==> config.mk <==
export PLATFORM = sky130hd
export DESIGN_NAME = outputShifter
export DESIGN_NICKNAME = d
export VERILOG_FILES = /design/src/eepromPkg.sv /design/src/outputShifter.sv
export SDC_FILE = /design/constraint.sdc
export NUM_CORES = 1
export LEC_CHECK = 0
export ABC_AREA = 1
export BUFFER_PORTS_ARGS = -buffer_cell sky130_fd_sc_hd__buf_2
export CAP_MARGIN = 25
export CORE_MARGIN = 4
export CORE_UTILIZATION = 30
export DETAILED_ROUTE_END_ITERATION = 6
export GPL_TIMING_DRIVEN = 1
export MAX_ROUTING_LAYER = met4
export SYNTH_ARGS = -nofsm -noshare
export SYNTH_HDL_FRONTEND = slang
export SYNTH_SLANG_ARGS = --single-unit
==> constraint.sdc <==
create_clock -name SCK -period 1.8 [get_ports SCK]
set_clock_uncertainty 0.2 [all_clocks]
set_input_delay 0.09 -clock SCK [delete_from_list [all_inputs] [get_ports SCK]]
set_output_delay 0.09 -clock SCK [all_outputs]
set_load 0.01 [all_outputs]
==> src/eepromPkg.sv <==
`default_nettype none

package eepromPkg;

   localparam int ByteWidth      = 8;
   localparam int FrameAddrWidth = 16;    // Address field of a frame
   localparam int BitCountWidth  = 32;

   // First byte of every frame
   typedef enum logic [ByteWidth-1:0] {
      OpWrsr  = 8'h01,
      OpWrite = 8'h02,
      OpRead  = 8'h03,
      OpWrdi  = 8'h04,
      OpRdsr  = 8'h05,
      OpWren  = 8'h06
   } opcodeT;

   // Upper part of the array that is locked
   typedef enum logic [1:0] {
      BpNone    = 2'b00,
      BpQuarter = 2'b01,
      BpHalf    = 2'b10,
      BpAll     = 2'b11
   } blockProtectT;

   localparam int StatusWipBit  = 0;      // Write cycle in progress
   localparam int StatusWelBit  = 1;      // Write enable latch
   localparam int StatusBp0Bit  = 2;
   localparam int StatusBp1Bit  = 3;
   localparam int StatusWpenBit = 7;      // WpN pin honoured

endpackage

`default_nettype wire

==> src/outputShifter.sv <==
`default_nettype none

module outputShifter
   import eepromPkg::*;
#(
   parameter int MemAddrWidth = 15
)(
   input  wire                      SCK,
   input  wire                      RstWriteEnable,
   input  wire                      HoldN,
   input  wire                      CsN,
   input  wire                      ReadLoad,
   input  wire                      FrameEnd,
   input  wire                      WriteActive,
   input  wire                      WriteEnable,
   input  wire                      WpEnable,
   input  wire opcodeT              Opcode,
   input  wire [FrameAddrWidth-1:0] Address,
   input  wire blockProtectT        BlockProtect,
   input  wire [ByteWidth-1:0]      ReadData,
   output logic [MemAddrWidth-1:0]  ReadAddress,
   output logic                     So,
   output logic                     SoEnable
);

   logic                    shiftStep;
   logic                    readLoad;
   logic                    statusLoad;
   logic                    soActive;
   logic                    readStarted;   // Pointer now holds the next address
   logic [MemAddrWidth-1:0] readPtr;
   logic [ByteWidth-1:0]    statusByte;
   logic [ByteWidth-1:0]    shiftQ;

   assign shiftStep   = !CsN && HoldN;
   assign readLoad    = ReadLoad && (Opcode == OpRead) && !WriteActive;
   assign statusLoad  = ReadLoad && (Opcode == OpRdsr);
   assign ReadAddress = readStarted ? readPtr : Address[MemAddrWidth-1:0];
   assign So          = shiftQ[ByteWidth-1];
   assign SoEnable    = soActive && HoldN;

   always_comb begin
      statusByte                            = '0;
      statusByte[StatusWpenBit]             = WpEnable;
      statusByte[StatusBp1Bit:StatusBp0Bit] = BlockProtect;
      statusByte[StatusWelBit]              = WriteEnable;
      statusByte[StatusWipBit]              = WriteActive;
   end

   always_ff @(posedge SCK or posedge RstWriteEnable) begin
      if (RstWriteEnable) begin
         soActive    <= 1'b0;
         readStarted <= 1'b0;
      end else if (FrameEnd) begin
         soActive    <= 1'b0;
         readStarted <= 1'b0;
      end else begin
         if (readLoad || statusLoad)
            soActive <= 1'b1;
         if (readLoad)
            readStarted <= 1'b1;
      end
   end

   always_ff @(posedge SCK) begin
      if (readLoad) begin
         shiftQ  <= ReadData;
         readPtr <= ReadAddress + 1'b1;       // Wraps across the whole array
      end else if (statusLoad) begin
         shiftQ <= statusByte;
      end else if (shiftStep) begin
         shiftQ <= {shiftQ[ByteWidth-2:0], 1'b0};
      end
   end

   HoldSilencesSo: assert property (@(posedge SCK) disable iff (RstWriteEnable)
      !HoldN |-> !SoEnable);

endmodule

`default_nettype wire

# --- Yosys cells after proc, flatten, opt, wreduce, memory -nomap -nowiden ---
# Index checks and enable logic that the tools add are counted.
word_totals:
  in_bits: 43
  output_inout_bits: 17
  ff_bits: 25
op_classes:
  reduce_logical: 11
  n_eq_ne: 2
  n_mux: 8
  n_addsub: 1
ops:
  columns: ["op", "n"]
  rows:
  - ["2-to-1 mux 8 bit", 3]
  - ["adder 15 x 1 -> 15 bit, second input constant", 1]
  - ["2-to-1 mux 15 bit", 1]
  - ["equality test 8 x 2 -> 1 bit, second input constant", 1]
  - ["equality test 8 x 3 -> 1 bit, second input constant", 1]
  - ["logical AND 1 bit", 5]
  - ["2-to-1 mux 1 bit", 4]
  - ["nonzero test 2 bit", 2]
  - ["nonzero test 3 bit", 1]
  - ["zero test 1 bit", 2]
  - ["logical OR 1 bit", 1]

# --- Depth between registers and ports, before layout ---
logic_depth:
  depth_word: 6
  depth_mapped: 10
  ltp_nobuf: 9

# --- Least setup slack after synthesis ---
# Ideal clock, no wire load.
synth_timing:
  path_type: "reg-to-reg"
  from: "register readStarted"
  to: "register readPtr[14] (data pin)"
  t_arrival_ps: 1399
  synth_period_minus_slack_ps: 1852
  required_ps: 1347
  path_stages_with_launch: 11
  path_slack_ps: -52
  path_cell_list: "dfrtp_1 buf_6 inv_8 nand2_1 nand2_1 ha_1 nand3_2 nor2_4 nand3_1 nand2_1 nand2_1"
synth_via:
  elab_chain_len: 2
synth_lines:
  columns: ["item", "line_no", "rtl"]
  rows:
  - ["start: declaration", "outputShifter.sv:30", "logic readStarted;"]
  - ["start signal: assignment", "outputShifter.sv:53", "readStarted <= 1'b0;"]
  - ["start signal: assignment", "outputShifter.sv:56", "readStarted <= 1'b0;"]
  - ["start signal: assignment", "outputShifter.sv:61", "readStarted <= 1'b1;"]
  - ["2-to-1 mux 15 bit", "outputShifter.sv:38", "assign ReadAddress = readStarted ? readPtr : Address[MemAddrWidth-1:0];"]
  - ["named net ReadAddress[0]", "outputShifter.sv:21", "output logic [MemAddrWidth-1:0] ReadAddress,"]
  - ["adder 15 x 1 -> 15 bit", "outputShifter.sv:68", "readPtr <= ReadAddress + 1'b1;"]
  - ["end signal: assignment", "outputShifter.sv:68", null]
  - ["end: declaration", "outputShifter.sv:31", "logic [MemAddrWidth-1:0] readPtr;"]
# The timed path passes the listed nets, and every way through them passes these cells.
# A chain may end at the register's enable or synchronous reset.

# --- Worst setup path after layout ---
layout_timing:
  from: "register readStarted"
  to: "register readPtr[13] (data pin)"
layout_via:
  elab_chain_len: 2
layout_lines:
  columns: ["item", "line_no"]
  rows:
  - ["2-to-1 mux 15 bit", "outputShifter.sv:38"]
  - ["adder 15 x 1 -> 15 bit", "outputShifter.sv:68"]
# No other way between the ends.

==> impl_results.md <==
- Outcome: finished with violations
- Failing checks: hold timing, setup timing
- Core Box Area: 0.005642 mm2
- Seq/Total Area, Yosys: between 40% and 50%
- CTS sink count: 25
- Critical path's slowest cell: dfrtp_2
- Cell taking the most area after synthesis: edfxtp_1
- Max Freq: 0.5542 GHz
- DP Wirelength: around 3.4 mm
- CP cell instances: inv_8 -> buf_12 -> nand2_2 -> nand2_2 -> nand2_1 -> nor2_2 -> nand3_2 -> nand2_1 -> nand2_1
- Pins Over Slew Limit: 0
- Top post-synthesis cells by area: edfxtp_1 (38%), nand2_1 (15%), nand2_4 (5.6%)
- Clk Latency, worst-skew pair: ~0.27 ns
- Cell family with most CP delay: simple AND/OR/NAND/NOR gates
- Number of synthesized flops with an enable pin: 23
- Maxcap violations: 0
- Total die area: 0.007296 mm2
- Register bit count reported by yosys: 25
- Peak VDD IR: about 260 uV
- Worst Reg-to-Reg Cells: 9
- Top-area cell type share of the netlist area: about two fifths
- Root Driver: clkbuf_8
- Number of fill cells: between 500 and 600
- Synthesized netlist cell count: between 200 and 250
- Final GP Congestion: ~0.82
- Crit Path Category: reg -> reg
- Cell area after placement: between 0.002 and 0.0025 mm2
- # diodes: 0
- Critical Path End Type: register
- DRT Wirelength: ~4.2 mm
- Fin area: around 0.0026 mm2
- Initial drt markers: 45
- Die height: 85.42 um
- Final net count: 353
- # DRC: 0
- Max transition margin: between 70% and 80%
- Clock Path Buffers: 2
- Total power: around 0.0013 W
- Worst path most repeated cell: nand2_1
- Min-Delay Path Class: in -> async
- Cell Area, Synth: about 0.0018 mm2
- Initial antenna violation count: 0
- Slew @ Worst Pin: 0.3998 ns
- RSZ-0062 raised after global routing: yes
- TritonCTS clock tree: built
- Crit Path Max Fanout: 9
- Worst hold slack: -0.0006536 ns
- Final WS setup: -0.004518 ns
- Most used DFF post-synth: edfxtp_1
- DR WL/cell: around 11 um
- Crit path launch: readStarted
- Row cnt: 27
- Post-route ant nets: 0
- Final setup viols: 1
- Global-route wire length before repair: ~7 mm
- Area added between synthesis and finish: 46.28%
- Asr flop ratio synth: under 10%
- Ys Warns: 0
- # IOs: 60
- Worst R2R Start: readStarted
- Capture point of the worst reg-to-reg path: readPtr[13]
- Worst setup SP type: register
- Worst path arrival time: around 1.6 ns
- DIE WIDTH: about 85 um
- DRT Pass-1 Iters: 4
- Share of layout cells above drive strength 1: between 40% and 50%
- I/O Buffers: 58
- Buf/Inv on CP: 2
- Final hold vios: 2
- Synth cell types: 27
- Vias per cell: between 4 and 5
- Pwr/cell area: around 500 mW/mm2
- GRT Total Usage: between 10 and 15%
- Htree depth: 1
- Largest net degree at the start of global routing: 20
- Overflow after GRT: 0
- Syn Area/Cell: around 8.6 um2
- Clk pin slew, worst setup/hold paths: 0.09 ns
- Max stage delay on crit path: about 0.5 ns
- Critical Path RT: about 1.6 ns
- Initial Util: about a third
- Syn nets: about 250
- R2R setup slack: -0.005 ns
- Post-layout min period: 1.805 ns
- P_leak: 1.250 nW
- Period utilization: 100.3%
- Via count: around 1600
- Cts bufs inserted: 3
- Vias in the first global route: roughly 1600
## metrics by stage
| stage | TNS (ns) | util (%) | setup WS [ns] | std cells |
|---|---|---|---|---|
| 4_1_cts | 0 | 44.67 | 0.004112 | 375 |
| 5_1_grt | -0.3896 | 46.62 | -0.09027 | 380 |
| 2_1_floorplan | 0 | - | 0.007676 | 209 |
| 6_report | -0.004518 | 46.62 | -0.004518 | 380 |
| 3_3_place_gp | -0.3815 | 41.38 | -0.06628 | 359 |
| 3_5_place_dp | -0.5625 | 41.38 | -0.08988 | 359 |
## worst reg2reg max path: stages, from the launching register on
cell     delay, ns
dfrtp_2       0.49
inv_8         0.11
buf_12        0.14
nand2_2       0.06
nand2_2       0.09
nand2_1       0.10
nor2_2        0.18
nand3_2       0.09
nand2_1       0.06
nand2_1       0.05
## cell usage after synthesis, drive strengths merged, types with 2 or more instances
master	number
nand2	96
inv	25
edfxtp	23
nand3	15
nor2	15
nand4	10
buf	4
nand3b	4
xnor2	4
xor2	3
dfrtp	2
o21ai	2
## area by class of cell
cell class / count / area, um2 / share of cell area, %
multi-input combinational: 155 / 985.9 / 37.49
sequential: 25 / 742.0 / 28.21
timing repair buffer: 99 / 661.9 / 25.17
inverter: 25 / 101.3 / 3.853
tap: 72 / 90.09 / 3.425
clock buffer: 3 / 41.29 / 1.570
clock inverter: 1 / 7.507 / 0.2854
## per-layer routing
metal	vias to the layer above	wire, um	part of all wire, %	global-route usage, %
li1	867	-	-	-
met1	729	1777	42	14.47
met2	39	2171	51	20.48
met3	5	239	5.6	2.330
met4	0	56	1.3	3.453
met5	-	0	0	-
## cell families after synthesis
kind of cell	Yosys count	synth area share [%]
compound gates	4	1.253
xor+xnor	7	3.410
simple gates	143	44.68
fa+ha+maj	1	0.6958
flops	25	41.20
buf+inv	29	8.768
## flip-flops by register name, indices dropped and copies added (netlist names)
name / flops
readPtr: 15
readStarted: 1
shiftQ: 8
soActive: 1
## cells in the final DEF, fill, tap and decap left out
master / count
dfrtp_2: 1
xnor2_1: 4
dlygate4sd3_1: 11
nor3_1: 1
inv_1: 24
o21bai_1: 1
clkbuf_8: 3
edfxtp_1: 23
nor2_4: 6
o21ai_0: 1
nor4_4: 1
nor2_2: 5
nand2_1: 64
nand3_1: 10
xor2_1: 3
ha_4: 1
nand4_1: 10
nand2_4: 13
nand3_2: 3
nor2_1: 4
buf_4: 25
nand2_2: 18
nand3_4: 2
a21oi_1: 1
buf_12: 2
nand3b_1: 4
dfrtp_1: 1
o21ai_2: 1
or2_1: 1
inv_8: 1
buf_2: 58
nand2_8: 1
clkinvlp_4: 1
buf_6: 3
## how the worst max path moves through the flow
| stage | end | depth (start not counted) |
|---|---|---|
| floorplan | readPtr[14] | 10 |
| global placement | readPtr[11] | 8 |
| detailed placement | readPtr[14] | 8 |
| CTS | readPtr[13] | 9 |
| global route | readPtr[13] | 9 |
| finish | readPtr[13] | 9 |
## where the power goes
part	leakage (nW)	switching [W]	internal (W)
clock	0.0217	0.000194	0.000157
sequential	0.235	0.00000208	0.000644
combinational	0.994	0.000142	0.000137
total	1.25	0.000339	0.000939
## what timing repair did
item / 4_1_cts / 5_1_grt
buffers inserted: 1 / 5
pin swaps: 1 / 10
endpoints found under the setup margin: 14 / 9
hold buffers: 11 / 0
gates resized for setup: 4 / 19
hold endpoints to repair: 12 / 0
Note: power is estimated with default switching activity, not from simulation.
