File: src/eepromPkg.sv
`default_nettype none

package eepromPkg;

   localparam int ByteWidth      = 8;
   localparam int FrameAddrWidth = 16;    // Address field of a frame
   localparam int BitCountWidth  = 32;

   // First byte of every frame
   typedef enum logic [ByteWidth-1:0] {
      OpWrsr  = 8'h01,
      OpWrite = 8'h02,
      OpRead  = 8'h03,
      OpWrdi  = 8'h04,
      OpRdsr  = 8'h05,
      OpWren  = 8'h06
   } opcodeT;

   // Upper part of the array that is locked
   typedef enum logic [1:0] {
      BpNone    = 2'b00,
      BpQuarter = 2'b01,
      BpHalf    = 2'b10,
      BpAll     = 2'b11
   } blockProtectT;

   localparam int StatusWipBit  = 0;      // Write cycle in progress
   localparam int StatusWelBit  = 1;      // Write enable latch
   localparam int StatusBp0Bit  = 2;
   localparam int StatusBp1Bit  = 3;
   localparam int StatusWpenBit = 7;      // WpN pin honoured

endpackage

`default_nettype wire

File: src/serialFrontEnd.sv
`default_nettype none

module serialFrontEnd
   import eepromPkg::*;
(
   input  wire                       SCK,
   input  wire                       RstWriteEnable,
   input  wire                       CsN,
   input  wire                       HoldN,
   input  wire                       Si,
   output opcodeT                    Opcode,
   output logic [FrameAddrWidth-1:0] Address,
   output logic [ByteWidth-1:0]      DataByte,
   output logic                      DataByteValid,
   output logic                      ReadLoad,
   output logic                      FrameStart,
   output logic                      FrameEnd,
   output logic [BitCountWidth-1:0]  BitCount
);

   logic [FrameAddrWidth-1:0] shiftQ;      // Last 16 bits taken from Si
   logic [FrameAddrWidth-1:0] shiftNext;
   logic                      csNQ;
   logic                      shiftStep;
   logic [BitCountWidth-1:0]  stepCount;   // Steps taken before this edge
   logic                      byteStep;
   opcodeT                    opcodeQ;
   logic [FrameAddrWidth-1:0] addressQ;

   assign shiftStep  = !CsN && HoldN;
   assign FrameStart = csNQ && !CsN;
   assign FrameEnd   = !csNQ && CsN;
   assign stepCount  = FrameStart ? '0 : BitCount;
   assign shiftNext  = {shiftQ[FrameAddrWidth-2:0], Si};
   assign byteStep   = shiftStep && (stepCount[2:0] == 3'd7);

   // Fields show up on the outputs already in the cycle that completes them
   assign Opcode   = (shiftStep && stepCount == 7) ? opcodeT'(shiftNext[ByteWidth-1:0]) : opcodeQ;
   assign Address  = (shiftStep && stepCount == 23) ? shiftNext : addressQ;
   assign DataByte = shiftStep ? shiftNext[ByteWidth-1:0] : shiftQ[ByteWidth-1:0];

   assign DataByteValid = byteStep && (Opcode == OpWrite) && (stepCount >= 31);

   // READ data from step 24 on, status from step 8 on
   assign ReadLoad = byteStep &&
                     (((Opcode == OpRead) && (stepCount >= 23)) || (Opcode == OpRdsr));

   always_ff @(posedge SCK or posedge RstWriteEnable) begin
      if (RstWriteEnable) begin
         csNQ     <= 1'b1;                    // Bus idle
         BitCount <= '0;
      end else begin
         csNQ <= CsN;
         if (shiftStep)
            BitCount <= stepCount + 1'b1;
         else if (FrameStart)
            BitCount <= '0;                   // Frame opened during hold
      end
   end

   always_ff @(posedge SCK) begin
      if (shiftStep)
         shiftQ <= shiftNext;
      opcodeQ  <= Opcode;
      addressQ <= Address;
   end

   // Once the instruction byte is in, it holds until CsN rises
   OpcodeStable: assert property (@(posedge SCK) disable iff (RstWriteEnable)
      (!CsN && !FrameStart && BitCount >= 8) |=> $stable(Opcode));

endmodule

`default_nettype wire

File: config.mk
export PLATFORM = sky130hd
export DESIGN_NAME = serialFrontEnd
export DESIGN_NICKNAME = d
export VERILOG_FILES = /design/src/eepromPkg.sv /design/src/serialFrontEnd.sv
export SDC_FILE = /design/constraint.sdc
export NUM_CORES = 1
export LEC_CHECK = 0
export CORE_MARGIN = 4
export CORE_UTILIZATION = 35
export DETAILED_ROUTE_END_ITERATION = 8
export DONT_BUFFER_PORTS = 1
export GPL_ROUTABILITY_DRIVEN = 0
export PLACE_DENSITY = 0.46
export REMOVE_ABC_BUFFERS = 1
export SLEW_MARGIN = 10
export SYNTH_ARGS = -nofsm -noshare
export SYNTH_HDL_FRONTEND = slang
export SYNTH_SLANG_ARGS = --single-unit
File: constraint.sdc
create_clock -name SCK -period 3.7 [get_ports SCK]
set_input_delay 0.185 -clock SCK [delete_from_list [all_inputs] [get_ports SCK]]
set_output_delay 0.185 -clock SCK [all_outputs]
set_load 0.02 [all_outputs]
### Word level (Yosys, flattened, before mapping)

Cells that the tools add are included.

| word-level totals | value |
|---|---|
| output and inout bits | 68 |
| input bits | 5 |
| logic and storage cells | 32 |
| register bits after elaboration | 72 |

| operators by class | value |
|---|---|
| equality and inequality tests | 6 |
| $lt $le $gt $ge | 2 |
| muxes and demuxes | 5 |
| add/subtract/negate cells | 1 |
| reduce and logical (&&, ||, !) cells | 13 |

Operators with widths:

| cell | count |
|---|---|
| >= comparator 32 x 5 -> 1 bit, second input constant | 2 |
| two-way mux 32 bit | 2 |
| adder 32 x 1 -> 32 bit, second input constant | 1 |
| == test 32 x 3 -> 1 bit, second input constant | 1 |
| == test 32 x 5 -> 1 bit, second input constant | 1 |
| == test 8 x 2 -> 1 bit, second input constant | 2 |
| two-way mux 16 bit | 1 |
| two-way mux 8 bit | 2 |
| logical AND 1 bit | 10 |
| == test 8 x 3 -> 1 bit, second input constant | 1 |
| == test 3 bit, second input constant | 1 |
| logical NOT 1 bit | 2 |
| logical OR 1 bit | 1 |

### Logic depth before layout (Yosys ltp)

| logic depth | value |
|---|---|
| word-level depth | 10 |
| depth in mapped cells | 11 |
| gate-level depth less buffers | 8 |

### Worst setup path before layout

OpenSTA, ideal clock, no wires.

| timing path | value |
|---|---|
| path type | reg2out |
| start | register csNQ |
| end | output port DataByteValid |
| data required time | 3515 ps |
| buffers on the path | 2 |
| slack | 272 ps |
| stages on the path, launching flop included | 11 |
| data arrival time | 3243 ps |
| cell sequence | dfstp_2 > nand2b_2 > clkbuf_1 > and2_1 > ha_1 > nor2b_1 > nand4_1 > nor4_1 > buf_2 > nand3_1 > a2111oi_0 |

| on the way | value |
|---|---|
| cells in the longest elaborated chain, start to end | 8 |
| elaborated cells between the ends (all ways) | 11 |
| classes of those cells | order compare (1); eq/ne (3); mux (2); reduce/logical (5) |

Ends and longest elaborated chain:

| element | RTL line | text |
|---|---|---|
| start, declared | serialFrontEnd.sv:23 | `logic csNQ;` |
| start signal, assigned | serialFrontEnd.sv:53 | `csNQ <= CsN;` |
| logical AND 1 bit (*) | serialFrontEnd.sv:31 | `assign FrameStart = csNQ && !CsN;` |
| two-way mux 32 bit (*) | - |  |
| == test 32 x 3 -> 1 bit | serialFrontEnd.sv:38 | `assign Opcode = (shiftStep && stepCount == 7) ? opcodeT'(shiftNext[ByteWidth-1:0]) : opcodeQ;` |
| logical AND 1 bit | serialFrontEnd.sv:38 |  |
| two-way mux 8 bit | serialFrontEnd.sv:38 |  |
| == test 8 x 2 -> 1 bit | serialFrontEnd.sv:42 | `assign DataByteValid = byteStep && (Opcode == OpWrite) && (stepCount >= 31);` |
| logical AND 1 bit | serialFrontEnd.sv:42 |  |
| logical AND 1 bit (*) | serialFrontEnd.sv:42 |  |
| end, declared | serialFrontEnd.sv:14 | `output logic DataByteValid,` |

Every way passes the cells marked *; elsewhere a longest branch is shown, timed or not.

### Worst setup path in the final report

Same ends and word-level chain as after synthesis.

==> flow_summary.yaml <==
critical_path:
  worstSetupEndpointType: "output port"
  path_buf_inv: 2
  crit_slowest_cell: "dfstp_2"
  worstPathArrival_ns: 3.11
  cp_top_family: "simple AND/OR/NAND/NOR gates"
  cp_cell_sequence: "nand2b_2 > and2_1 > ha_1 > nor2b_1 > nand4_1 > nor4_2 > buf_4 > or3_1 > a2111oi_1 > buf_4"
  slowest_delay_ns: 0.58
  crit_type: "flop to output port"
  cp.required_ns: 3.51
  path_common_cell: "buf_4"
  startpoint_type: "flop"
  crit_path_max_fanout: 12
finish:
  multi_input_area_mm2: 0.00138
  fin_cells: 426
  drive_above_1_share_pct: 15.4
  nFillCells: 865
  fin_util_pct: 40.6
  ff_latch_area_mm2: 0.00176
  n_antenna_cell: 0
  final_area_mm2: 0.00361
  area_growth_pct: 11.3
  nNetsFinal: 320
yosys:
  synth_top_family_by_area: "simple AND/OR/NAND/NOR gates"
  netlist_area_mm2: 0.00325
  yosysWarnings: 0
  synth.area.mux_share_pct: 9.60
  ys_ff_latch: 72
  ys_types: 45
  syn_avg_cell_area_um2: 10.6
  synth_xor_area_share_pct: 4.86
  synthSimpleGateAreaFrac_pct: 21.6
  synth-async-reset-ratio_pct: 45.8
  synth_edf_count: 15
  netlist_instances: 307
  synth_compound_gate_area_share_pct: 5.17
  synthAdderAreaFrac_pct: 0.771
  synth_ff_type: "dfrtp_1"
  yosysSeqAreaShare_pct: 54.2
global_routing:
  grt_max_degree: 34
  antenna_found_initial: 0
  top_usage_layer: "met2"
  grt_first_pass_wirelength_um: 12500
  grt_pass1_vias: 2228
  overflow: 0
  gr-usage-all-layers_pct: 14.5
  globalRouteMet2Util_pct: 20.6
  met3_usage_pct: 5.90
  met1_usage_pct: 20.2
die:
  row_count: 34
  die_y_um: 104
  core_mm2: 0.00889
  start_util_pct: 36.5
  dieArea_mm2: 0.0109
  fp.dieW_um: 104
  ios: 73
sta:
  finalHoldViolations: 0
  clock.fmax_mhz: 303
  drv_slew: 0
  whs_ns: 0.0947
  setup-tns-final_ns: 0
  relSlewSlack_pct: 50.9
  fin_crit_ns: 3.29
  fin_skew_ns: 0.00667
  timing.final.crit_share_pct: 89.1
  tightest_slew_ns: 0.729
  setup_violations: 0
  grt_setup_unrepaired: "false"
clock_tree:
  htreeDepth: 3
  cts.clk_slew.worst_paths_ns: 0.08
  cts_root_buf: "clkbuf_8"
  numCtsBuffers: 9
  cts_setup_buffers: 0
  cts_tree: "done"
  clkSinkCount: 72
  clk_latency_ns: 0.34
  cts.path.max_buffers: 2
power:
  vdd_ir_drop_max_mv: 0.188
  p_leak_nw: 1.41
  p_per_area_mw_per_mm2: 452
route:
  detail_route.first_pass.iterations: 4
  ant_nets: 0
  drt_wl_total_um: 7540
  drt_iter0_drc: 123
  avgViaCountPerCell: 5.29
  dr_total_vias: 2255
  drcViolationCount: 0
  wl_per_cell_um: 17.7
placement:
  place_area_mm2: 0.00336
  dpl.cell_count: 407
  dp_hpwl_um: 5110
  io_buffers: 0
outcome:
  status: "complete, no violations"
worst_hold_path:
  hold_class: "primary input to flop"
job:
  maxCapViolations: 0
-- layout by cell type (no fill, tap or decap), drive strengths merged, types with 2 or more instances in the layout --
cell	instances
nand2	37
dfrtp	32
mux2	25
dfxtp	24
nor2	16
edfxtp	15
xnor2	14
nor4	14
or3	13
a21oi	13
o21ai	13
nand3	12
inv	12
clkbuf	10
nor3	7
or4	7
nand4	6
buf	6
and2	4
xor2	4
nor2b	3
mux2i	3
clkinv	3
dlygate4sd3	3
nand2b	3
and4	2
and3	2
ha	2
bufinv	2
-- per-stage QoR --
stage / power (mW) / worst slack (ns)
6_report: 1.63 / 0.405
3_3_place_gp: 0.955 / 0.789
5_1_grt: 1.71 / 0.103
2_1_floorplan: 0.930 / -0.309
4_1_cts: 1.66 / 0.405
3_5_place_dp: 0.955 / 0.703
-- cells in the mapped netlist, types with 3 or more instances --
library cell   n  share of area [%]
nand3_1       12                1.9
mux2_2        19                6.6
buf_2          4               0.62
or4_1          5                1.2
edfxtp_1      15                 14
nor4_1        13                2.5
nand4_1        6                1.2
and2_1         4               0.77
dfrtp_1       32                 25
inv_1         11                1.3
mux2_1         6                2.1
buf_6          3                1.0
xnor2_1       14                3.8
o21ai_0        9                1.4
nor2b_1        3               0.58
clkbuf_1       5               0.58
mux2i_1        3               0.93
nand2_1       37                4.3
xor2_1         4                1.1
o21ai_1        4               0.62
or3_1         13                2.5
nor2_1        16                1.9
dfxtp_1       24                 15
a21oi_1       13                2.0
nor3_1         7                1.1
-- where the power goes --
part,internal [mW],switching (mW),total [mW]
Clock,0.383,0.313,0.697
Combinational,0.0260,0.0566,0.0825
Sequential,0.825,0.0295,0.855
Total,1.23,0.400,1.63
-- registers in the layout (all words and copies together) (netlist names) --
signal,count
BitCount,32
csNQ,1
shiftQ,15
opcodeQ,8
addressQ,16
-- final cells by class --
type                            count  share of cell area (%)
Sequential cell                    72                    48.6
Multi-Input combinational cell    209                    38.2
Tap cell                          108                    3.74
Clock buffer                       10                    3.53
Clock inverter                      6                    2.60
Timing Repair Buffer                9                    2.08
Inverter                           12                    1.25
-- cells by family (layout without fill, tap and decap cells) --
| group | count (synthesis) | count (layout) |
|---|---|---|
| DFF | 72 | 72 |
| and+or+nand+nor | 130 | 130 |
| adders and majority gates | 2 | 2 |
| muxes | 28 | 28 |
| xor gates and xnor gates | 18 | 18 |
| buffers and inverters | 26 | 37 |
| AOI/OAI and AO/OA | 31 | 31 |
-- per-layer routing --
| layer | vias up | wire, um | part of all wire [%] |
|---|---|---|---|
| met5 | - | 0 | 0 |
| met4 | 0 | 69 | 0.92 |
| met3 | 8 | 427 | 5.7 |
| met2 | 48 | 3320 | 44 |
| met1 | 1089 | 3720 | 49 |
| li1 | 1110 | - | - |
-- worst paths after layout --
path	startpoint	endpoint	slack (ns)	cells after the start
max in group asynchronous	RstWriteEnable	csNQ	2.97	3
worst min-delay path	Si	addressQ[0]	0.09	1
worst max register to register	csNQ	BitCount[28]	0.70	8
min in group asynchronous	RstWriteEnable	BitCount[19]	0.38	3
worst min register to register	shiftQ[9]	shiftQ[10]	0.45	0
worst max-delay path	csNQ	DataByteValid	0.41	10
-- timing repair --
action,4_1_cts,5_1_grt
gates resized for setup,0,0
hold buffers,3,0
endpoints found under the hold margin,34,0
(Power assumes the default switching activity.)
