[config.mk]
export PLATFORM = sky130hd
export DESIGN_NAME = pageBuffer
export DESIGN_NICKNAME = d
export VERILOG_FILES = /design/src/eepromPkg.sv /design/src/pageBuffer.sv
export SDC_FILE = /design/constraint.sdc
export NUM_CORES = 1
export LEC_CHECK = 0
export BUFFER_PORTS_ARGS = -buffer_cell sky130_fd_sc_hd__buf_4
export CAP_MARGIN = 10
export CORE_UTILIZATION = 37
export CTS_CLUSTER_DIAMETER = 80
export CTS_CLUSTER_SIZE = 16
export DETAILED_ROUTE_END_ITERATION = 10
export SLEW_MARGIN = 20
export SYNTH_ARGS = -nofsm -noshare
export SYNTH_HDL_FRONTEND = slang
export SYNTH_SLANG_ARGS = --single-unit
[constraint.sdc]
create_clock -name SCK -period 4.1 [get_ports SCK]
set_clock_uncertainty 0.05 [all_clocks]
set_input_delay 0.41 -clock SCK [delete_from_list [all_inputs] [get_ports SCK]]
set_output_delay 0.41 -clock SCK [all_outputs]
set_load 0.02 [all_outputs]
[src/eepromPkg.sv]
`default_nettype none

package eepromPkg;

   localparam int ByteWidth      = 8;
   localparam int FrameAddrWidth = 16;    // Address field of a frame
   localparam int BitCountWidth  = 32;

   // First byte of every frame
   typedef enum logic [ByteWidth-1:0] {
      OpWrsr  = 8'h01,
      OpWrite = 8'h02,
      OpRead  = 8'h03,
      OpWrdi  = 8'h04,
      OpRdsr  = 8'h05,
      OpWren  = 8'h06
   } opcodeT;

   // Upper part of the array that is locked
   typedef enum logic [1:0] {
      BpNone    = 2'b00,
      BpQuarter = 2'b01,
      BpHalf    = 2'b10,
      BpAll     = 2'b11
   } blockProtectT;

   localparam int StatusWipBit  = 0;      // Write cycle in progress
   localparam int StatusWelBit  = 1;      // Write enable latch
   localparam int StatusBp0Bit  = 2;
   localparam int StatusBp1Bit  = 3;
   localparam int StatusWpenBit = 7;      // WpN pin honoured

endpackage

`default_nettype wire

[src/pageBuffer.sv]
`default_nettype none

module pageBuffer
   import eepromPkg::*;
#(
   parameter int  PageBytes  = 64,
   localparam int IndexWidth = $clog2(PageBytes)
)(
   input  wire                    SCK,
   input  wire                    RstWriteEnable,
   input  wire                    FrameStart,
   input  wire                    DataByteValid,
   input  wire                    WriteEnable,
   input  wire                    WriteActive,
   input  wire [ByteWidth-1:0]    DataByte,
   input  wire [IndexWidth-1:0]   BufIndex,
   output logic [ByteWidth-1:0]   BufData,
   output logic [IndexWidth:0]    ByteCount
);

   logic [ByteWidth-1:0]  bufMem [PageBytes];
   logic [IndexWidth-1:0] writePtr;
   logic                  takeByte;

   assign takeByte = DataByteValid && WriteEnable && !WriteActive;
   assign BufData  = bufMem[BufIndex];        // Read by the commit sequence

   always_ff @(posedge SCK or posedge RstWriteEnable) begin
      if (RstWriteEnable) begin
         writePtr  <= '0;
         ByteCount <= '0;
      end else if (FrameStart && !WriteActive) begin
         writePtr  <= '0;
         ByteCount <= '0;
      end else if (takeByte) begin
         if (writePtr == IndexWidth'(PageBytes - 1))
            writePtr <= '0;                   // Later bytes overwrite earlier ones
         else
            writePtr <= writePtr + 1'b1;
         if (ByteCount != (IndexWidth + 1)'(PageBytes))
            ByteCount <= ByteCount + 1'b1;
      end
   end

   always_ff @(posedge SCK) begin
      if (takeByte)
         bufMem[writePtr] <= DataByte;
   end

   CountBounded: assert property (@(posedge SCK) disable iff (RstWriteEnable)
      ByteCount <= PageBytes);

endmodule

`default_nettype wire

# [Word level (Yosys, flattened, before mapping)]
# Memory sizes are Yosys's and may differ from the RTL's.
# Cells that the tools add are included.
[word_totals] word_cells=22 regBits=13 mem_bits_rw=512 n_memories=1
[classes] n_reduce_logical=7 n_addsub=2 n_eq_ne=2 muxes=8
[memory_table] name="bufMem" words=64 width=8 read_ports=1 rd_ports_with_merged_regs=0 write_ports=1 line="pageBuffer.sv:21" source="logic [ByteWidth-1:0] bufMem [PageBytes];"
[op_table] operator="7-bit 2-to-1 mux" n=3
[op_table] operator="6-bit 2-to-1 mux" n=3
[op_table] operator="7-bit by 1-bit adder with 7-bit output (second input constant)" n=1
[op_table] operator="7-bit inequality test (second input constant)" n=1
[op_table] operator="6-bit by 1-bit adder with 6-bit output (second input constant)" n=1
[op_table] operator="6-bit equality test (second input constant)" n=1
[op_table] operator="2-bit nonzero test" n=2
[op_table] operator="1-bit logical AND" n=3
[op_table] operator="1-bit 2-to-1 mux" n=2
[op_table] operator="2-bit AND reduction" n=1
[op_table] operator="1-bit logical NOT" n=1

# [Longest topological paths before layout]
# Gate-level depths: netlist (run 1).
[logic_depth] ltp_word=4 mapped_depth=8

# [Worst setup path after synthesis (run 1)]
# No wires, ideal clock.
[synth_timing] kind="input -> output" start="input BufIndex[0]" end="output BufData[0]" arrival_ps=1973 stages=6 slack_ps=1667 cell_sequence="buf_6 > buf_2 > mux4_2 > a221oi_1 > nand2_1 > a22o_1"
[synth_between] elab_chain_cells=1
[synth_lines] element="start: declaration" line="pageBuffer.sv:16" source="input wire [IndexWidth-1:0] BufIndex,"
[synth_lines] element="memory 64 x 8 bit"
[synth_lines] element="end: declaration" line="pageBuffer.sv:17" source="output logic [ByteWidth-1:0] BufData,"
# Every way passes these cells.

# [Final worst setup path (run 1)]
[layout_timing] start="input BufIndex[0]" end="output BufData[2]"
# The elaborated chain is that of the path after synthesis.

==> results.json, run 1 <==
{
  "outcome": "complete, no violations",
  "cts.sinks": 525,
  "clock_path_buffers": 3,
  "syn_inst": 978,
  "yosysTopAreaCellShare_pct": 74.9,
  "tightest_slew_ns": 0.959,
  "drc": 0,
  "postCtsSetupRepairBufs": 0,
  "fin_crit_sh_pct": 81.9,
  "fin_crit_ns": 3.36,
  "critPathLaunch": "BufIndex[0]",
  "globalRouteOverflowTotal": 0,
  "final_cell_mix": "edfxtp_1, mux4_2, nor2_1, buf_4, clkbuf_16",
  "cts_max_level": 2,
  "worstRegToRegCells": 3,
  "powerDensity_mw_per_mm2": 432,
  "port_buffers": 34,
  "cts_tree": "built",
  "root_buffer": "clkbuf_16",
  "hold_slack_ns": 0.256,
  "final_common_cell": "edfxtp_1",
  "maxSlewViolCount": 0,
  "synth_area_leaders": "edfxtp_1, mux4_2, dfrtp_1",
  "io_pins": 35,
  "grt_pass1_wl_um": 67800,
  "p_leak_uw": 0.00707,
  "dp_hpwl_um": 27200,
  "fmax_ghz": 0.298,
  "critPathKind": "input pin to output port",
  "final-setup-viol-count": 0,
  "grt_setup_unrepaired": "no",
  "layout.nets": 1067,
  "path_max_fanout": 41,
  "rrSetupSlack_ns": 1.56,
  "ir_drop_mv": 0.256,
  "routed-wl-met2_um": 21500,
  "arrival_ns": 2.90,
  "syn_area_per_cell_sq_um": 21.0,
  "crit_end": "BufData[2]",
  "hold_viol": 0,
  "rows": 85,
  "ys.warnings.count": 0,
  "placed_cell_area_sq_mm": 0.0218,
  "ys_ff_latch": 525,
  "instances_no_fill": 1789,
  "antenna_found_initial": 1,
  "startpoint_type": "input pin",
  "wl_met3_um": 2480,
  "n_antenna_cell": 0,
  "viasPerCell": 5.46,
  "dp_cells": 1742,
  "grt_max_degree": 65,
  "grt_use_total_pct": 16.4,
  "fin_area_sq_mm": 0.0228,
  "topRoutingLayerUsed": "met5",
  "drive_gt1_share_pct": 23.6,
  "synth_fp_nets": 1001,
  "clock_latency_ns": 0.55,
  "grt_pass1_vias": 10100,
  "fin_tns_setup_ns": 0,
  "die_h_um": 237,
  "synth.distinct_cells": 46,
  "hp-class": "input pin to register",
  "wl_met1_um": 20000,
  "areaGrowthSynthToFinish_pct": 11.1,
  "core_sq_mm": 0.0543,
  "synth_top_area_cell": "edfxtp_1",
  "worstPathRequired_ns": 3.64,
  "cp-end-kind": "output port",
  "worstReg2RegEnd": "bufMem[18][4]",
  "numCtsBuffers": 38,
  "drt_iter0_drc": 938,
  "synth_seq_area_share_pct": 76.5,
  "fp.dieW_um": 237,
  "timing.max_slew.rel_slack_pct": 35.8,
  "start_util_pct": 37.8,
  "synth.cell_area_sq_mm": 0.0205,
  "ant_nets": 0,
  "hold_depth": 4,
  "die-area_sq_mm": 0.0564,
  "place.gp.congestion": 0.787,
  "path_clk_slew_ns": 0.07,
  "drt_pass1_iterations": 5,
  "routed-via-count": 9762,
  "cap_viol_max_count": 0,
  "wirelength_um": 45200,
  "wl_per_cell_um": 25.3,
  "r2r_start": "writePtr[0]"
}
[kinds of logic after synthesis]
group	Yosys count	share of synthesized area [%]
AND/OR/NAND/NOR	155	3.38
AO/OA/AOI/OAI	82	2.89
adder cells (fa/ha/maj)	3	0.183
multiplexers	145	15.0
buffers and inverters	59	1.63
XOR/XNOR	9	0.384
flip-flops	525	76.5
[per-stage QoR]
| stage | setup slack [ns] | total power (uW) | utilization, % |
|---|---|---|---|
| 6_report | 0.740 | 9840 | 41.9 |
| 5_1_grt | 0.665 | 10100 | 41.9 |
| 4_1_cts | 0.702 | 9930 | 41.9 |
| 3_5_place_dp | 0.693 | 6550 | 40.1 |
| 3_3_place_gp | 0.704 | 6540 | 40.1 |
| 2_1_floorplan | 1.67 | 6320 | - |
[state kept, by name, summed over array words and instances, names as in the netlist]
| signal | flops |
|---|---|
| writePtr | 6 |
| ByteCount | 7 |
| bufMem | 512 |
[worst min-delay path by stage]
stage	start	end	slack, ns
floorplan	RstWriteEnable	ByteCount[0]	0.24
global placement	RstWriteEnable	ByteCount[0]	0.42
detailed placement	RstWriteEnable	writePtr[2]	0.43
CTS	WriteActive	writePtr[5]	0.23
global route	WriteActive	ByteCount[0]	0.26
finish	WriteActive	ByteCount[2]	0.26
[what timing repair did]
| item | 4_1_cts | 5_1_grt |
|---|---|---|
| gates resized for setup | 0 | 0 |
| hold endpoints to repair | 13 | 0 |
| hold buffers | 1 | 0 |
[worst max-delay path, cell delays in order]
cell and delay, ns:
clkbuf_8 0.43, buf_12 0.31, mux4_2 0.56, mux2i_1 0.39, a2111oi_0 0.23, a22o_1 0.31
buf_4 0.17
[area by class of cell]
| type | instances | area, sq um |
|---|---|---|
| clock inverters | 2 | 13.8 |
| inverters | 4 | 15.0 |
| clock buffers | 44 | 995 |
| flip-flops and latches | 525 | 15700 |
| fillers | 4723 | 31600 |
| well taps | 739 | 925 |
| repair buffers | 81 | 654 |
| multi-input cells | 394 | 4490 |
[synth_stat cells, drive strengths merged]
cell type / instances
a2111oi: 2
a211oi: 6
a21oi: 10
a221oi: 8
a22o: 7
a22oi: 9
a31oi: 1
and2: 1
and3b: 1
buf: 29
clkbuf: 26
dfrtp: 13
edfxtp: 512
ha: 3
inv: 4
mux2: 3
mux2i: 14
mux4: 128
nand2: 23
nand2b: 4
nand3: 9
nand3b: 4
nand4: 2
nor2: 84
nor2b: 11
nor3: 9
nor3b: 1
nor4: 1
o2111a: 3
o211ai: 1
o21ai: 10
o221ai: 11
o22ai: 14
or2: 1
or3: 2
or3b: 2
xnor2: 4
xor2: 5
[routing by layer]
layer  vias up  GRT usage [%]
met1      5217           23.7
met3        65           2.76
met4         2           4.67
met5         -              0
li1       4170              -
met2       308           25.7
[power by group]
| group | internal, uW | switching (uW) |
|---|---|---|
| Sequential | 5890 | 9.02 |
| Clock | 1710 | 1710 |
| Combinational | 195 | 325 |
Power figures use the tool's default switching activity.
==> run 2, diff against run 1 <==
==> constraint.sdc (replaced) <==
create_clock -name SCK -period 2.73 [get_ports SCK]
set_clock_uncertainty 0.05 [all_clocks]
set_input_delay 0.273 -clock SCK [delete_from_list [all_inputs] [get_ports SCK]]
set_output_delay 0.273 -clock SCK [all_outputs]
set_load 0.02 [all_outputs]
==> run 2 against run 1 <==
  * Flip-flop and latch count unchanged
  * Die area unchanged
  * Global-route usage increased by 0.27 points
  * Sequential share of layout area shrank 2.5 points
  * Count of clock-buffer cells in the layout increased by 2
  * Via count is 2.4% higher
  * Worst hold slack lost 0.20 ns
  * Power up 52%
  * Clock power is 52% higher
  * Final cell count is 4.6% higher
  * Register-to-register slack got worse by 0.89 ns
==> results.json, run 2 (synthesized netlist as in run 1, its figures left out) <==
{
  "fp.dieW_um": 237,
  "postCtsSetupRepairBufs": 0,
  "wl_per_cell_um": 24.5,
  "drt_pass1_iterations": 5,
  "place.gp.congestion": 0.805,
  "cts_tree": "built",
  "clock_latency_ns": 0.55,
  "path_clk_slew_ns": 0.07,
  "final_cell_mix": "edfxtp_1, buf_4, mux4_2, nor2_1, clkbuf_16",
  "cts.sinks": 525,
  "hold_slack_ns": 0.0610,
  "n_antenna_cell": 0,
  "top_register": "bufMem",
  "cts_max_level": 2,
  "port_buffers": 34,
  "maxSlewViolCount": 0,
  "drive_gt1_share_pct": 30.4,
  "antenna_found_initial": 1,
  "globalRouteOverflowTotal": 0,
  "cp-end-kind": "output port",
  "fin_crit_ns": 2.72,
  "startpoint_type": "register",
  "start_util_pct": 37.8,
  "areaGrowthSynthToFinish_pct": 15.3,
  "dp_hpwl_um": 28800,
  "io_pins": 35,
  "hold_viol": 0,
  "die-area_sq_mm": 0.0564,
  "fin_crit_sh_pct": 99.7,
  "p_leak_uw": 0.00756,
  "core_sq_mm": 0.0543,
  "grt_pass1_wl_um": 68700,
  "largest_register_ffs": 512,
  "rows": 85,
  "powerDensity_mw_per_mm2": 631,
  "fin_tns_setup_ns": 0,
  "grt_use_total_pct": 16.7,
  "tightest_slew_ns": 0.757,
  "drc": 0,
  "grt_setup_unrepaired": "yes",
  "root_buffer": "clkbuf_16",
  "final-setup-viol-count": 0,
  "final_common_cell": "edfxtp_1",
  "reg.largest.list": "bufMem: 512 flops, ByteCount: 7 flops, writePtr: 6 flops",
  "routed-via-count": 9998,
  "grt_max_degree": 65,
  "die_h_um": 237,
  "viasPerCell": 5.34,
  "hp-class": "input pin to register",
  "dp_slack_ns": 0.0753,
  "setup_slack_ns": 0.00732,
  "outcome": "complete, no violations",
  "timing.max_slew.rel_slack_pct": 49.6,
  "cap_viol_max_count": 0,
  "worstPathRequired_ns": 2.41,
  "drt_iter0_drc": 913,
  "clock_path_buffers": 3,
  "numCtsBuffers": 38,
  "arrival_ns": 2.40,
  "grt_pass1_vias": 10400,
  "ant_nets": 0,
  "path_max_fanout": 1,
  "wirelength_um": 45900,
  "critPathKind": "register to output port",
  "ir_drop_mv": 0.420,
  "layout.nets": 1148,
  "fillers": 4640,
  "fmax_ghz": 0.367
}
[run 2: cell count changes in the layout (fill, tap and decap cells not counted), moves of 3 or more]
cell and delta:
a211oi_2 +5, nor3_2 +3, a211oi_1 -5, nor3_1 -3, buf_12 +11, buf_4 +68
[run 2: worst max-delay path: stages, from the launching register on]
cell	delay, ns
edfxtp_1	0.37
mux4_2	0.47
mux2_4	0.29
o21ai_2	0.21
a21oi_2	0.08
a22o_1	0.26
buf_6	0.15
[run 2: metal layers]
layer  share of wire [%]  track usage [%]  vias up
li1                    -                -     4327
met1                  44             23.4     5321
met2                  48             27.1      293
met3                 6.3             3.18       55
met4                 1.8             3.89        2
met5               0.037                0        -
[run 2: where the power goes]
group          leakage (uW)  internal (uW)  switching, uW
logic               0.00227            370            512
registers           0.00478           8850           13.8
clock network      0.000515           2680           2510
total               0.00756          11900           3040
[run 2: final timing paths]
check,start,to,slack (ns),depth (start not counted)
worst max-delay path,bufMem[62][2],BufData[2],0.007,6
worst min-delay path,WriteActive,ByteCount[4],0.06,3
worst max register to register,writePtr[0],bufMem[60][2],0.67,4
worst min register to register,ByteCount[5],ByteCount[5],0.56,2
max in group asynchronous,RstWriteEnable,writePtr[0],2.00,3
min in group asynchronous,RstWriteEnable,ByteCount[3],0.28,3
[run 2: cell type report]
cell class,count,area [sq um],share of cell area [%]
clock buffer,46,1040,4.42
inverter,4,15.0,0.0635
sequential,525,15700,66.4
timing repair buffer,162,1410,5.95
tap,739,925,3.91
clock inverter,1,5.00,0.0212
multi-input combinational,394,4560,19.3
[run 2: through the flow]
| stage | power [uW] | instances | area, sq um | util (%) |
|---|---|---|---|---|
| 2_1_floorplan | 9490 | 978 | 20500 | - |
| 3_3_place_gp | 9910 | 1825 | 22500 | 41.5 |
| 3_5_place_dp | 9930 | 1825 | 22500 | 41.5 |
| 4_1_cts | 15100 | 1872 | 23600 | 43.5 |
| 5_1_grt | 15400 | 1871 | 23700 | 43.5 |
| 6_report | 14900 | 1871 | 23700 | 43.5 |
[run 2: timing repair]
action / in CTS / in global routing
hold buffers: 1 / 0
pin swaps: 7 / 5
hold endpoints to repair: 13 / 0
gates resized for setup: 15 / 6
endpoints found under the setup margin: 6 / 8
==> run 3, diff against run 2 <==
--- a/config.mk
+++ b/config.mk
@@ -7,7 +7,8 @@
 export LEC_CHECK = 0
 export BUFFER_PORTS_ARGS = -buffer_cell sky130_fd_sc_hd__buf_4
 export CAP_MARGIN = 10
-export CORE_UTILIZATION = 37
+export CORE_UTILIZATION = 40
+export CTS_BUF_LIST = sky130_fd_sc_hd__clkbuf_8
 export CTS_CLUSTER_DIAMETER = 80
 export CTS_CLUSTER_SIZE = 16
 export DETAILED_ROUTE_END_ITERATION = 10
==> run 3 against run 2 <==
  * The run now ends with negative setup slack left
  * Worst hold slack lost 0.020 ns
  * Count of clock-buffer cells in the layout shrank 5
  * Worst setup slack lost 0.059 ns
  * Die area shrank 7.4%
  * Critical endpoint is now BufData[4]
==> results.json, run 3 (synthesized netlist as in run 1, its figures left out) <==
{
  "grt_pass1_wl_um": 69600,
  "drive_gt1_share_pct": 31.2,
  "port_buffers": 34,
  "arrival_ns": 2.46,
  "drt_pass1_iterations": 5,
  "p_int_uw": 10600,
  "layout.nets": 1138,
  "drc": 0,
  "final_common_cell": "edfxtp_1",
  "rrSetupSlack_ns": 0.62,
  "fp.dieW_um": 228,
  "cp.buffers_inverters": 2,
  "clock_latency_ns": 0.62,
  "violations": "negative setup slack",
  "fin_crit_sh_pct": 102,
  "clkPwrFrac_pct": 28.1,
  "globalRouteOverflowTotal": 0,
  "total_power_uw": 13600,
  "hold_slack_ns": 0.0410,
  "fin_tns_setup_ns": -0.201,
  "hold_depth": 4,
  "postCtsSetupRepairBufs": 0,
  "grt_max_degree": 65,
  "drt_iter0_drc": 1012,
  "cap_viol_max_count": 0,
  "setup_slack_ns": -0.0517,
  "clock_path_buffers": 3,
  "rows": 82,
  "grt_pass1_vias": 10400,
  "final-setup-viol-count": 6,
  "power_switching_uw": 2980,
  "whs_endpoint": "ByteCount[1]",
  "worstRegToRegCells": 5,
  "wl_per_cell_um": 25.9,
  "antenna_found_initial": 0,
  "viasPerCell": 5.58,
  "ir_drop_mv": 0.288,
  "reg.largest.list": "bufMem: 512 flops, ByteCount: 7 flops, writePtr: 6 flops",
  "outcome": "complete, but fails checks",
  "slowest_delay_ns": 0.51,
  "seqPwrFrac_pct": 65.3,
  "largest_register_ffs": 512,
  "path_max_fanout": 1,
  "hp-class": "input pin to register",
  "cts.sinks": 525,
  "critPathKind": "register to output port",
  "fin_area_sq_mm": 0.0232,
  "combPwrFrac_pct": 6.6,
  "path_clk_slew_ns": 0.11,
  "fillers": 4237,
  "numCtsBuffers": 38,
  "cp_cell_sequence": "mux4_2, nor2b_4, a211oi_2, buf_4, nor3_4, a22o_1, buf_6",
  "top_register": "bufMem",
  "grt_use_total_pct": 18.2,
  "die-area_sq_mm": 0.0522,
  "worst_path_max_delay_cell": "mux4_2",
  "min_from": "WriteActive",
  "worstReg2RegEnd": "bufMem[42][2]",
  "maxSlewViolCount": 0,
  "timing.max_slew.rel_slack_pct": 49.3,
  "dp_cells": 1748,
  "instances_no_fill": 1802,
  "startpoint_type": "register",
  "n_antenna_cell": 0,
  "grt_setup_unrepaired": "yes",
  "ant_nets": 0,
  "die_h_um": 228,
  "final_cell_mix": "edfxtp_1, buf_4, mux4_2, nor2_1, clkbuf_8",
  "io_pins": 35,
  "root_buffer": "clkbuf_8",
  "routed-via-count": 10100,
  "hold_viol": 0,
  "placed_cell_area_sq_mm": 0.0223,
  "r2r_start": "writePtr[0]",
  "areaGrowthSynthToFinish_pct": 12.9,
  "path_delay_family": "multiplexers",
  "cts_tree": "built",
  "core_sq_mm": 0.0504,
  "wirelength_um": 46700,
  "cts_max_level": 2,
  "dp_hpwl_um": 28900,
  "worstPathRequired_ns": 2.41,
  "powerDensity_mw_per_mm2": 585,
  "place.gp.congestion": 0.790,
  "cp-end-kind": "output port",
  "start_util_pct": 40.7,
  "switching_share_pct": 22.0,
  "fmax_ghz": 0.359,
  "tightest_slew_ns": 0.760,
  "fin_crit_ns": 2.78,
  "p_leak_uw": 0.00738
}
[run 3: cell types whose count changed in the layout (fill, tap and decap cells not counted), moves of 5 or more]
| cell | change |
|---|---|
| clkbuf_16 | -41 |
| clkbuf_8 | +41 |
| inv_1 | +13 |
| buf_4 | -8 |
| clkbuf_1 | -5 |
[run 3: worst max-delay path by stage]
stage / to / slack, ns / cells past startpoint / start
4_1_cts: BufData[4] / -0.10 / 7 / bufMem[26][4]
6_report: BufData[4] / -0.05 / 7 / bufMem[26][4]
3_3_place_gp: BufData[2] / -0.25 / 8 / BufIndex[0]
3_5_place_dp: BufData[2] / -0.23 / 8 / BufIndex[0]
5_1_grt: BufData[5] / -0.16 / 7 / bufMem[26][5]
2_1_floorplan: BufData[0] / 0.57 / 6 / BufIndex[0]
[run 3: power groups by stage]
stage / clock (uW) / sequential (uW) / combinational [uW]
3_3_place_gp: 0 / 9040 / 847
2_1_floorplan: 0 / 9040 / 449
4_1_cts: 3930 / 8860 / 901
6_report: 3820 / 8860 / 893
5_1_grt: 4160 / 8860 / 955
3_5_place_dp: 0 / 9040 / 859
[run 3: worst reg2reg max path, stage by stage (launching register included)]
cell and delay, ns:
dfrtp_1 0.48, nor2_1 0.31, nand2_1 0.32, buf_4 0.28
nor2_1 0.18, buf_4 0.21
[run 3: metrics by stage]
stage                     setup slack, ns  utilization, %
after floorplan                     0.571               -
after global placement             -0.249            44.3
after detailed placement           -0.228            44.3
after CTS                          -0.103            45.9
after global routing               -0.156            46.0
final                             -0.0517            46.0
[run 3: area by class of cell]
| type | count | area (sq um) | area share [%] |
|---|---|---|---|
| Clock inverter | 14 | 53.8 | 0.232 |
| Clock buffer | 41 | 564 | 2.44 |
| Multi-Input combinational cell | 394 | 4700 | 20.3 |
| Timing Repair Buffer | 152 | 1300 | 5.61 |
| Tap cell | 672 | 841 | 3.63 |
| Sequential cell | 525 | 15700 | 67.8 |
| Inverter | 4 | 15.0 | 0.0648 |
[run 3: layer usage]
metal | GRT usage, % | up-vias | share of wire [%]
met5 | 0 | - | 0
met4 | 3.86 | 0 | 1.6
met3 | 3.01 | 60 | 5.6
met2 | 28.7 | 278 | 48
met1 | 26.7 | 5415 | 45
li1 | - | 4303 | -
[run 3: repair_timing]
action,in CTS,in global routing
hold buffers,1,0
setup endpoints to repair,8,8
hold endpoints to repair,13,0
gates resized for setup,43,8
pin swaps,9,3
